<file path="src/common/cpu_defines.svh">
`ifndef CPU_DEFINES_SVH
`define CPU_DEFINES_SVH

// Data path and address width, memory is word addressed
`define CPU_XLEN 32

// General register file
`define CPU_NREGS 8
`define CPU_REG_BITS 3

// First instruction fetch after reset
`define CPU_RESET_PC 0

`endif

</file>
<file path="src/common/cpu_pkg.sv">
`include "cpu_defines.svh"

package cpu_pkg;

    // Bits 6 to 0 of every instruction word
    typedef enum logic [6:0] {
        ADD  = 7'd1,
        SUB  = 7'd2,
        AND  = 7'd3,
        OR   = 7'd4,
        XOR  = 7'd5,
        ADDI = 7'd6,
        ST   = 7'd7,
        LD   = 7'd8,
        LUI  = 7'd9,
        BZ   = 7'd10,
        HALT = 7'd127
    } opcode_e;

    // Register format
    typedef struct packed {
        logic [15:0]               unused;
        logic [`CPU_REG_BITS-1:0]  rb;
        logic [`CPU_REG_BITS-1:0]  ra;
        logic [`CPU_REG_BITS-1:0]  rd;
        opcode_e                   opcode;
    } instr_r_t;

    // Immediate format, ra sits in the same bits as in the register format
    typedef struct packed {
        logic [15:0]               imm16;
        logic [2:0]                unused;
        logic [`CPU_REG_BITS-1:0]  ra;
        logic [`CPU_REG_BITS-1:0]  rd;
        opcode_e                   opcode;
    } instr_i_t;

    typedef union packed {
        instr_r_t r;
        instr_i_t i;
    } instr_u;

    typedef struct packed {
        logic [`CPU_XLEN-1:0] address;
        logic [`CPU_XLEN-1:0] wdata;
        logic                 write;
    } mem_req_t;

    typedef struct packed {
        logic                      en;
        logic [`CPU_REG_BITS-1:0]  idx;
        logic [`CPU_XLEN-1:0]      value;
    } reg_wr_t;

    typedef enum logic [1:0] {
        FETCH  = 2'd0,
        EXEC   = 2'd1,
        COMMIT = 2'd2,
        HALTED = 2'd3
    } phase_e;

endpackage

</file>
<file path="src/alu/cpu_alu.sv">
`timescale 1ns/1ps
`include "cpu_defines.svh"

module cpu_alu (
    input  logic                  clock,
    input  logic                  rst_n,
    input  logic                  exec,
    input  cpu_pkg::instr_u       instr,
    input  logic [`CPU_XLEN-1:0]  ra_value,
    input  logic [`CPU_XLEN-1:0]  rb_value,
    output logic [`CPU_XLEN-1:0]  result
);
    cpu_pkg::opcode_e      op;
    logic [`CPU_XLEN-1:0]  imm_sext;
    logic [`CPU_XLEN-1:0]  imm_upper;
    logic [`CPU_XLEN-1:0]  add_b;
    logic [`CPU_XLEN-1:0]  sum;
    logic [`CPU_XLEN-1:0]  alu_out;
    logic                  subtract;
    logic                  use_imm;

    assign op = instr.i.opcode;

    assign imm_sext  = {{(`CPU_XLEN-16){instr.i.imm16[15]}}, instr.i.imm16};
    assign imm_upper = {instr.i.imm16, {(`CPU_XLEN-16){1'b0}}};

    // ADD, SUB and ADDI share one adder
    always_comb begin
        subtract = 1'b0;
        use_imm  = 1'b0;
        case (op)
            cpu_pkg::SUB:  subtract = 1'b1;
            cpu_pkg::ADDI: use_imm  = 1'b1;
            default: begin
                subtract = 1'b0;
                use_imm  = 1'b0;
            end
        endcase
    end

    assign add_b = use_imm ? imm_sext : rb_value;

    // Two's complement subtract as invert plus carry in
    assign sum = ra_value + (subtract ? ~add_b : add_b) + subtract;

    always_comb begin
        case (op)
            cpu_pkg::ADD,
            cpu_pkg::SUB,
            cpu_pkg::ADDI: alu_out = sum;
            cpu_pkg::AND:  alu_out = ra_value & rb_value;
            cpu_pkg::OR:   alu_out = ra_value | rb_value;
            cpu_pkg::XOR:  alu_out = ra_value ^ rb_value;
            cpu_pkg::LUI:  alu_out = imm_upper;
            default:       alu_out = '0;
        endcase
    end

    // Held from EXEC into COMMIT
    always_ff @(posedge clock or negedge rst_n) begin
        if (!rst_n) begin
            result <= '0;
        end else if (exec) begin
            result <= alu_out;
        end
    end

endmodule

</file>
<file path="src/design/cpu_regfile.sv">
`timescale 1ns/1ps
`include "cpu_defines.svh"

module cpu_regfile (
    input  logic                      clock,
    input  logic                      rst_n,
    input  logic [`CPU_REG_BITS-1:0]  ra_idx,
    input  logic [`CPU_REG_BITS-1:0]  rb_idx,
    input  cpu_pkg::reg_wr_t          wr,
    output logic [`CPU_XLEN-1:0]      ra_value,
    output logic [`CPU_XLEN-1:0]      rb_value,
    output logic                      ra_flag
);
    logic [`CPU_XLEN-1:0]   regs [`CPU_NREGS];
    logic [`CPU_NREGS-1:0]  zero_flags;
    logic                   wr_zero;

    // Flag follows the value being written, not the old contents
    assign wr_zero = (wr.value == '0);

    always_ff @(posedge clock or negedge rst_n) begin
        if (!rst_n) begin
            for (int i = 0; i < `CPU_NREGS; i++) begin
                regs[i] <= '0;
            end
            zero_flags <= '1;
        end else if (wr.en) begin
            regs[wr.idx]       <= wr.value;
            zero_flags[wr.idx] <= wr_zero;
        end
    end

    // Combinational reads on the latched instruction indices
    assign ra_value = regs[ra_idx];
    assign rb_value = regs[rb_idx];
    assign ra_flag  = zero_flags[ra_idx];

endmodule

</file>
<file path="src/design/cpu_sequencer.sv">
`timescale 1ns/1ps
`include "cpu_defines.svh"

module cpu_sequencer (
    input  logic                      clock,
    input  logic                      rst_n,
    input  logic [`CPU_XLEN-1:0]      data,
    input  logic [`CPU_XLEN-1:0]      ra_value,
    input  logic [`CPU_XLEN-1:0]      rb_value,
    input  logic                      ra_flag,
    input  logic [`CPU_XLEN-1:0]      result,
    output cpu_pkg::instr_u           instr,
    output logic                      exec,
    output logic [`CPU_REG_BITS-1:0]  ra_idx,
    output logic [`CPU_REG_BITS-1:0]  rb_idx,
    output cpu_pkg::reg_wr_t          wr,
    output cpu_pkg::mem_req_t         mem_req,
    output logic                      halted
);
    cpu_pkg::phase_e       phase;
    cpu_pkg::instr_u       ir;
    cpu_pkg::opcode_e      op;
    logic [`CPU_XLEN-1:0]  pc;
    logic [`CPU_XLEN-1:0]  pc_next;
    logic [`CPU_XLEN-1:0]  branch_target;
    logic                  commit;
    logic                  alu_op;
    logic                  take_branch;

    assign op     = ir.r.opcode;
    assign commit = (phase == cpu_pkg::COMMIT);
    assign exec   = (phase == cpu_pkg::EXEC);
    assign halted = (phase == cpu_pkg::HALTED);

    assign instr  = ir;
    assign ra_idx = ir.r.ra;
    assign rb_idx = ir.r.rb;

    // Opcodes whose registered ALU result goes back to rd
    always_comb begin
        case (op)
            cpu_pkg::ADD,
            cpu_pkg::SUB,
            cpu_pkg::AND,
            cpu_pkg::OR,
            cpu_pkg::XOR,
            cpu_pkg::ADDI,
            cpu_pkg::LUI: alu_op = 1'b1;
            default:      alu_op = 1'b0;
        endcase
    end

    // Branch target is an absolute word address
    assign branch_target = {{(`CPU_XLEN-16){1'b0}}, ir.i.imm16};
    assign take_branch   = (op == cpu_pkg::BZ) && ra_flag;
    assign pc_next       = take_branch ? branch_target : pc + 1'b1;

    // Fetch uses pc, commit redirects the port for LD and ST
    always_comb begin
        mem_req.address = pc;
        mem_req.wdata   = ra_value;
        mem_req.write   = 1'b0;
        if (commit) begin
            if (op == cpu_pkg::LD) begin
                mem_req.address = ra_value;
            end else if (op == cpu_pkg::ST) begin
                mem_req.address = rb_value;
                mem_req.write   = 1'b1;
            end
        end
    end

    always_comb begin
        wr.en    = commit && (alu_op || (op == cpu_pkg::LD));
        wr.idx   = ir.r.rd;
        wr.value = (op == cpu_pkg::LD) ? data : result;
    end

    always_ff @(posedge clock or negedge rst_n) begin
        if (!rst_n) begin
            phase <= cpu_pkg::FETCH;
            pc    <= `CPU_RESET_PC;
            ir    <= '0;
        end else begin
            case (phase)
                cpu_pkg::FETCH: begin
                    ir    <= data;
                    phase <= cpu_pkg::EXEC;
                end
                cpu_pkg::EXEC: begin
                    phase <= cpu_pkg::COMMIT;
                end
                cpu_pkg::COMMIT: begin
                    if (op == cpu_pkg::HALT) begin
                        phase <= cpu_pkg::HALTED;
                    end else begin
                        pc    <= pc_next;
                        phase <= cpu_pkg::FETCH;
                    end
                end
                // Stays here until the next reset
                default: begin
                    phase <= cpu_pkg::HALTED;
                end
            endcase
        end
    end

endmodule

</file>
<file path="src/design/cpu_top.sv">
`timescale 1ns/1ps
`include "cpu_defines.svh"

module cpu_top (
    input  logic                 clock,
    input  logic                 rst_n,
    input  logic [`CPU_XLEN-1:0] data,
    output cpu_pkg::mem_req_t    mem_req,
    output logic                 halted
);
    cpu_pkg::instr_u           instr;
    cpu_pkg::reg_wr_t          wr;
    logic                      exec;
    logic [`CPU_REG_BITS-1:0]  ra_idx;
    logic [`CPU_REG_BITS-1:0]  rb_idx;
    logic [`CPU_XLEN-1:0]      ra_value;
    logic [`CPU_XLEN-1:0]      rb_value;
    logic                      ra_flag;
    logic [`CPU_XLEN-1:0]      result;

    cpu_sequencer u_sequencer (
        .clock    (clock),
        .rst_n    (rst_n),
        .data     (data),
        .ra_value (ra_value),
        .rb_value (rb_value),
        .ra_flag  (ra_flag),
        .result   (result),
        .instr    (instr),
        .exec     (exec),
        .ra_idx   (ra_idx),
        .rb_idx   (rb_idx),
        .wr       (wr),
        .mem_req  (mem_req),
        .halted   (halted)
    );

    cpu_regfile u_regfile (
        .clock    (clock),
        .rst_n    (rst_n),
        .ra_idx   (ra_idx),
        .rb_idx   (rb_idx),
        .wr       (wr),
        .ra_value (ra_value),
        .rb_value (rb_value),
        .ra_flag  (ra_flag)
    );

    cpu_alu u_alu (
        .clock    (clock),
        .rst_n    (rst_n),
        .exec     (exec),
        .instr    (instr),
        .ra_value (ra_value),
        .rb_value (rb_value),
        .result   (result)
    );

endmodule

</file>
<file path="config.mk">
export PLATFORM = sky130hd
export DESIGN_NAME = cpu_top
export DESIGN_NICKNAME = d
export VERILOG_FILES = /design/src/common/cpu_pkg.sv /design/src/alu/cpu_alu.sv /design/src/design/cpu_regfile.sv /design/src/design/cpu_sequencer.sv /design/src/design/cpu_top.sv
export VERILOG_INCLUDE_DIRS = /design/src /design/src/common
export SDC_FILE = /design/constraint.sdc
export NUM_CORES = 1
export LEC_CHECK = 0
export BUFFER_PORTS_ARGS = -buffer_cell sky130_fd_sc_hd__buf_2
export CORE_MARGIN = 5
export CORE_UTILIZATION = 45
export DETAILED_ROUTE_END_ITERATION = 16
export HOLD_SLACK_MARGIN = 0.05
export PLACE_DENSITY = 0.68
export SLEW_MARGIN = 20
export SYNTH_ARGS = -nofsm -noshare
export SYNTH_HDL_FRONTEND = slang
export SYNTH_HIERARCHICAL = 1
export SYNTH_SLANG_ARGS = --single-unit
</file>
<file path="constraint.sdc">
create_clock -name clock -period 5.1 [get_ports clock]
set_input_delay 0.51 -clock clock [delete_from_list [all_inputs] [get_ports clock]]
set_output_delay 0.51 -clock clock [all_outputs]
set_load 0.05 [all_outputs]
</file>
# Word-level counts from Yosys, hierarchy flattened
# Index checks and enable logic that the tools add are counted.
# totals
reg_bits	362
output_inout_bits	66
elab_cells	85
# classes
n_addsub	3
n_lt_le_gt_ge	7
eq_ne	14
muxes	30
n_bitwise	8
reduce_logical	10
# ops
cell	n
$mux 32	12
$bwmux 256	1
$bmux 32 s3	2
$pmux 32 s5	1
$demux 32 s3	1
$add 32x1->32	1
$add 32x1->32 const B	1
$add 32x32->32	1
$and 32x32->32	1
$logic_not 32->1	1
$not 32->32	1
$or 32x32->32	1
$xor 32x32->32	1
$eq 7x3->1 const B	4
$eq 7x4->1 const B	3
$eq 7x2->1 const B	2
$ge 4x4->1 const B	3
$not 3->4	3
$bwmux 8	1
$lt 3x4->1 const B	2
$mux 1	8
$eq 7x1->1 const B	1
$eq 7x7->1 const B	1
$reduce_or 7->1	1
other kinds (14)	18

# Longest topological paths before layout
# Gate-level depths: netlist of the first run.
# depth
depth_word	10
depth_mapped	18

# Cells and area by module
# Netlist of the first run, hierarchy kept.
# modules_own_cells
mod	n_inst	cells_per_inst	area_each_um2	seq_area_each_um2
cpu_regfile	1	818	13928.4	6616.3
cpu_alu	1	661	5267.6	800.8
cpu_sequencer	1	499	4536.9	1651.6

# Worst setup path before layout of the first run
# OpenSTA, ideal clock, no wires.
# synth_path
path_kind	register -> register
start	reg u_sequencer.ir, in the netlist u_sequencer/instr[13]
end	reg u_alu.result[28]
setup_time_ps	69
t_arrival_ps	4210
setup_slack_ps	821
path_stages_with_launch	18
path_buffers	3
synth_period_minus_slack_ps	4279
path_cell_list	dfrtp_1 > buf_4 > buf_4 > buf_6 > mux4_2 > mux2_2 > or2_2 > a211o_1 > fa_1 > nor2b_1 > o21ai_0 > a21oi_1 > o21ai_0 > a211o_1 > and3_1 > o21a_1 > or4_1 > nand3_1
# synth_via
elab_chain_cells	10
elab_cells_between_ends	13
# synth_lines
item	line_no	text
from (decl)	cpu_sequencer.sv:21	cpu_pkg::instr_u ir;
from (signal assigned)	cpu_sequencer.sv:87	ir <= data;
$not 3->4 (not written as such) (*)	cpu_regfile.sv:35	assign rb_value = regs[rb_idx];
$bmux 32 s3 (*)	cpu_regfile.sv:35	
$mux 32 (not written as such) (*) (2 in a row)	cpu_regfile.sv:35	
named net rb_value[0]	cpu_top.sv:17	logic [`CPU_XLEN-1:0] rb_value;
$mux 32 (*)	cpu_alu.sv:41	assign add_b = use_imm ? imm_sext : rb_value;
$not 32->32	cpu_alu.sv:44	assign sum = ra_value + (subtract ? ~add_b : add_b) + subtract;
$mux 32 (*)	cpu_alu.sv:44	
$add 32x32->32 (*)	cpu_alu.sv:44	
$add 32x1->32 (*)	cpu_alu.sv:44	
$pmux 32 s5 (*)	cpu_alu.sv:47	case (op)
to (signal assigned)	cpu_alu.sv:64	result <= alu_out;
to (decl)	cpu_alu.sv:11	output logic [`CPU_XLEN-1:0] result
# The timed path passes the listed nets; every way through them passes the cells marked *. The select of a mux whose other input is x is not followed.
# A chain may end at the register's enable or synchronous reset.

# Final worst setup path of the first run
# layout_path
start	reg u_sequencer.ir, in the netlist u_sequencer/instr[13]
end	reg u_alu.result[27]
# Same word-level chain as after synthesis.

==> results of run 1 <==
## final cells by class
type                    instances  area (um^2)
inverters                     105          394
diodes                          3         7.51
flip-flops and latches        362         9080
clock inverters                12          164
well taps                     688          861
fillers                      4537        26300
clock buffers                  64         1310
repair buffers                158          986
multi-input cells            1344        13400
## path summary, 6_finish.rpt
check                                        start                       to  cells after the start
min in group clock                         data[0]     u_sequencer/instr[0]                      2
hold reg to reg            u_regfile/zero_flags[4]  u_regfile/zero_flags[4]                      2
setup reg to reg             u_sequencer/instr[13]         u_alu/result[27]                     15
max in group asynchronous                    rst_n    u_sequencer/instr[10]                      2
setup / recovery             u_sequencer/instr[13]         u_alu/result[27]                     15
hold / removal                               rst_n       u_regfile/regs[31]                      1
## flip-flops by register name, indices dropped and copies added, names as in the netlist
name and flops:
u_regfile/regs 256, u_sequencer/phase 2, u_sequencer/instr 32, u_sequencer/pc 32
u_alu/result 32, u_regfile/zero_flags 8
## where the power goes
group	switching, uW	internal, uW	total, uW	leakage, uW
clock	1250	1970	3220	0.000732
combinational	5610	4070	9680	0.00634
sequential	1020	3640	4660	0.00460
total	7880	9690	17600	0.0117
## placed cells by master, fill, tap and decap left out, types with 33 or more instances in the layout
master	instances
mux2_2	319
clkbuf_16	45
o22ai_1	33
ha_1	104
mux4_2	117
inv_1	105
nor2_1	35
dfrtp_1	348
nand2_1	83
a21oi_1	117
buf_4	56
xnor2_1	47
buf_2	98
mux2_1	65
o21ai_0	55
## metrics by stage
stage / utilization / instance area [um^2] / total power [uW] / setup slack (ns) / hold WS [ns]
6_report: 0.499 / 26200 / 17600 / 0.430 / 0.0170
5_1_grt: 0.499 / 26200 / 18600 / 0.158 / 0.0853
3_3_place_gp: 0.471 / 24700 / 14000 / 0.544 / 0.460
3_5_place_dp: 0.471 / 24700 / 14200 / 0.460 / 0.468
2_1_floorplan: - / 23700 / 11800 / 0.821 / 0.214
4_1_cts: 0.499 / 26200 / 17500 / 0.456 / 0.0740
## critical path: cells and delay by family, from the launching register on
kind,cells,cell delay (ns)
buffers and inverters,1,0.24
XOR/XNOR,2,0.26
AND/OR/NAND/NOR,3,0.72
adder cells (fa/ha/maj),1,0.34
flip-flops,1,0.65
AO/OA/AOI/OAI,5,1.28
multiplexers,3,1.03
## routing by layer
layer  global-route usage  routed length (um)  vias to the layer above
met2                0.378               32700                      812
li1                     -                   -                     7531
met5               0.0152                 133                        -
met1                0.352               31100                     9208
met4               0.0835                2330                        4
met3               0.0763                7240                      147
## cells by family (layout without fill, tap and decap cells)
kind of cell	Yosys count	in the layout
adder cells (fa/ha/maj)	105	105
AO/OA/AOI/OAI	362	362
buffers and inverters	272	339
AND/OR/NAND/NOR	277	277
XOR/XNOR	59	59
flip-flops	362	362
multiplexers	541	541
other	0	3
==> metrics.txt, run 1 <==
global route overflow 0; crit-path cells buf_4 -> mux4_2 -> mux2_2 -> mux2i_1 -> xnor2_1 -> ha_1 -> nand4_1 -> nor2_1 -> or4b_4 -> a211oi_4 -> o21ai_2 -> o311ai_2 -> a41o_1 -> xnor2_1 -> o221ai_1; first-pass detailed-route iteration total 6; clock buffer count from CTS 43; Post-synth top cells dfrtp_1, mux2_2, a21oi_1, mux4_2, inv_1; DRC Markers 0; row cnt 84; Primary FF master, synth dfrtp_1; CP Max Fanout 17; WL final 73.5 mm; share of cells above drive strength 1 0.345; setup TNS 0 ns; root buffer cell clkbuf_16; Die Area 57,400 um^2; synth top area cells dfrtp_1, mux2_2, mux4_2; hold buffers post-CTS 0; Resized cells post-CTS 0; Yosys top cell area share 0.373; crit start category flip-flop; IR Drop Worst-Case VDD 0.324 mV; top-count cell post-synth dfrtp_1; Nets 2,153; worst endpoint required time 5.54 ns; Mean Syn Cell Area 12.0 um^2; Clock Sinks 362; outcome finished clean; CTS clk-pin slew, worst paths 0.06 ns; Post-Synth Adder-Cell Area 0.0557; main combinational cell family by area after synthesis multiplexers; max-slew violation count 0; first-pass GRT wire length 111 mm; Post-Syn Nets 2,117; measured slew at the worst slew-check pin 1.07 ns; I/O pins 100; CP Capture Type flip-flop; I/O Buffers 99; width of the chip 240 um; Layout area overhead 10.4%; Crit path arrival time 5.11 ns; Crit path largest cell delay 0.65 ns; Async S/R FF share, synth 1.00; Cells after Synth 1,978; Worst slew margin 0.287; Synth Register Bits 362; H-tree levels 2; DIE HEIGHT 240 um; Min Clock Period, post-route 4.67 ns; via count 17,702; Synth Area in XOR/XNOR 0.0218; DR iter-0 viols 1,735; clock tree from TritonCTS done; CTS max path bufs 3; pwr dens 671 nW/um^2; antenna-violating nets left 0; DP HPWL 51.1 mm; Synth Area in Compound Gates 0.0987; Post-Layout Cell Count 2,736; WS Path Type flip-flop to flip-flop; fin crit share 0.916; Post-Synth Simple-Gate Area 0.0666; Max Cap Viol 0; GR Util All Layers 0.253; Post-Synthesis Cell Area 23,700 um^2; fmax 214 MHz; most used cell, CP xnor2_1; pin count of the biggest net entering global routing 116; Worst-Skew Late Latency 0.58 ns; post-CTS setup buffer count 0; DP Cell Count 2,657; post-synthesis mux area share 0.319; number of flops mapped to enable cells by yosys 0; Hold Fails Final Rpt 0; Final setup viols 0; initial antenna violation count 3; drt wl/cell 26.9 um; RePlAce Congestion 0.973; Core ar. 52,400 um^2; CP max-delay cell dfrtp_4; sequential area share after synthesis 0.382; final clock skew 0.0308 ns; flop2flop setup slack 0.43 ns; Pleak 0.0117 uW; Ys Warns 6; RSZ-0062 raised after global routing no; synth unique cells 77; DR vias/cell 6.47; initial core utilization 0.453; HP Class input port to asynchronous set/reset pin; Yosys top cell by area dfrtp_1; vias in the first global route 18,040
Power figures use the tool's default switching activity.
==> run 2, diff against run 1 <==
- BUFFER_PORTS_ARGS: -buffer_cell sky130_fd_sc_hd__buf_2 -> unset
- CORE_UTILIZATION: 45 -> 55
- DONT_BUFFER_PORTS: unset -> 1
- PLACE_DENSITY: 0.68 -> 0.77
==> run 2 against run 1 <==
Compared with the run above:
- the flow now finishes with violations (negative hold slack)
- clock skew is 0.012 ns lower
- total power is 1.5% lower
- sequential power is 1% higher
- clock power is 5% lower
- clock-buffer cell count is 6 lower
- routed wire length is 1.8% lower
- global-route usage is 5.1 points higher
- utilization is 9.9 points higher
- non-clock buffer count is 72 lower
==> metrics.txt, run 2 (synthesized netlist as in run 1, its figures left out) <==
max-slew violation count 0; antenna-violating nets left 0; final clock skew 0.0186 ns; multi-input logic area 13,400 um^2; I/O pins 100; Crit path arrival time 5.11 ns; measured slew at the worst slew-check pin 1.08 ns; share of cells above drive strength 1 0.320; H-tree levels 2; DR vias/cell 6.86; critical path depth 14; vias in the first global route 17,943; r2r endpoint u_alu/result[28]; CP Max Fanout 17; WL final 72.2 mm; outcome finished, violations left; Min Clock Period, post-route 4.60 ns; Final setup viols 0; Clock Sinks 362; DIE HEIGHT 218 um; crit start category flip-flop; GR Util All Layers 0.304; Max Cap Viol 0; Critical R2R Launch u_sequencer/instr[13]; Worst-Skew Late Latency 0.58 ns; Nets 2,079; IR Drop Worst-Case VDD 0.370 mV; Worst slew margin 0.280; CP Capture Type flip-flop; root buffer cell clkbuf_16; fmax 217 MHz; width of the chip 218 um; clock buffer count from CTS 41; RSZ-0062 raised after global routing no; initial antenna violation count 5; Layout area overhead 8.21%; crit-path cells mux4_2 -> mux2_2 -> or2_2 -> a211o_1 -> fa_1 -> nor2b_1 -> o21ai_0 -> a21oi_1 -> o21ai_0 -> a211o_1 -> and3_1 -> o21a_1 -> or4_1 -> nand3_1; Pleak 0.0113 uW; RePlAce Congestion 0.973; DR iter-0 viols 2,375; worst endpoint required time 5.61 ns; Fillers 3,338; Fin Hold WS -0.327 ns; largest reg by FF count u_regfile/regs; Core ar. 42,900 um^2; setup TNS 0 ns; drt wl/cell 28.2 um; fin crit share 0.903; Hold Fails Final Rpt 362; Top Family by Delay on Critical Path compound AO/OA/AOI/OAI gates; I/O Buffers 0; commonest cells after routing, fill and taps aside dfrtp_1, mux2_2, a21oi_1, mux4_2, inv_1; Die Area 47,400 um^2; initial core utilization 0.553; via count 17,562; DP HPWL 49.0 mm; flop2flop setup slack 0.50 ns; critical path startpoint u_sequencer/instr[13]; WS Path Type flip-flop to flip-flop; global route overflow 0; CTS clk-pin slew, worst paths 0.06 ns; CTS max path bufs 3; max reg flops 256; DRC Markers 0; first-pass GRT wire length 111 mm; Buf+Inv Stages, Crit Path 0; first-pass detailed-route iteration total 7; pwr dens 674 nW/um^2; CP max-delay cell dfrtp_4; HP Class input port to asynchronous set/reset pin; Sequential Area 9080 um^2; Crit path largest cell delay 0.64 ns; commonest non-fill, non-tap cell in the layout dfrtp_1; Resized cells post-CTS 0; worst reg2reg path depth 14; clock tree from TritonCTS done; failing checks negative hold slack; row cnt 76; pin count of the biggest net entering global routing 363
run 2: cell types whose count changed in the layout (fill, tap and decap cells not counted), sizes merged:
cell	before	now
bufinv	4	3
clkinv	7	9
diode	3	5
clkbuf	64	58
inv	106	107
buf	158	86
clkinvlp	0	2
run 2: metrics by stage:
stage / utilization / power [uW] / setup slack [ns] / cell area, um^2 / instances
global route: 0.599 / 18200 / 0.188 / 25700 / 2557
floorplan: - / 11800 / 0.821 / 23700 / 1978
detailed placement: 0.566 / 14100 / 0.526 / 24300 / 2482
finish: 0.599 / 17300 / 0.497 / 25700 / 2561
global placement: 0.566 / 13700 / 0.607 / 24300 / 2482
CTS: 0.599 / 17200 / 0.531 / 25700 / 2556
run 2: worst reg2reg max path, stage by stage, from the launching register on:
cell and delay, ns:
dfrtp_4 0.64, mux4_2 0.55, mux2_2 0.36, or2_2 0.31, a211o_1 0.31, fa_1 0.40, nor2b_1 0.13, o21ai_0 0.12
a21oi_1 0.22, o21ai_0 0.26, a211o_1 0.32, and3_1 0.18, o21a_1 0.23, or4_1 0.41, nand3_1 0.10
run 2: where the power goes:
part | switching (uW) | internal [uW]
clock network | 1250 | 1810
registers | 1070 | 3640
logic | 5580 | 3950
total | 7900 | 9400
run 2: final cells by class:
type                            count  share of cell area
Sequential cell                   362               0.354
Clock buffer                       58              0.0472
Timing Repair Buffer               86              0.0271
Antenna cell                        5            0.000487
Multi-Input combinational cell   1344               0.521
Inverter                          105              0.0153
Clock inverter                     16             0.00663
Tap cell                          585              0.0285
run 2: timing repair:
item                       4_1_cts  5_1_grt
setup buffers                    0        0
hold endpoints to repair       362      362
setup endpoints to repair        0        0
run 2: worst max path at each step:
stage	endpoint	slack, ns
finish	u_alu/result[28]	0.50
global route	u_alu/result[28]	0.19
CTS	u_alu/result[28]	0.53
detailed placement	u_alu/result[27]	0.53
global placement	u_alu/result[27]	0.61
floorplan	u_alu/result[28]	0.82
run 2: layer usage:
| metal | vias up | part of all wire | GRT usage | routed length (um) |
|---|---|---|---|---|
| met4 | 4 | 0.039 | 0.116 | 2850 |
| met2 | 893 | 0.46 | 0.477 | 33400 |
| met3 | 197 | 0.11 | 0.0721 | 7610 |
| met1 | 9063 | 0.39 | 0.413 | 28300 |
| li1 | 7405 | - | - | - |
| met5 | - | 0.00032 | 0 | 23 |
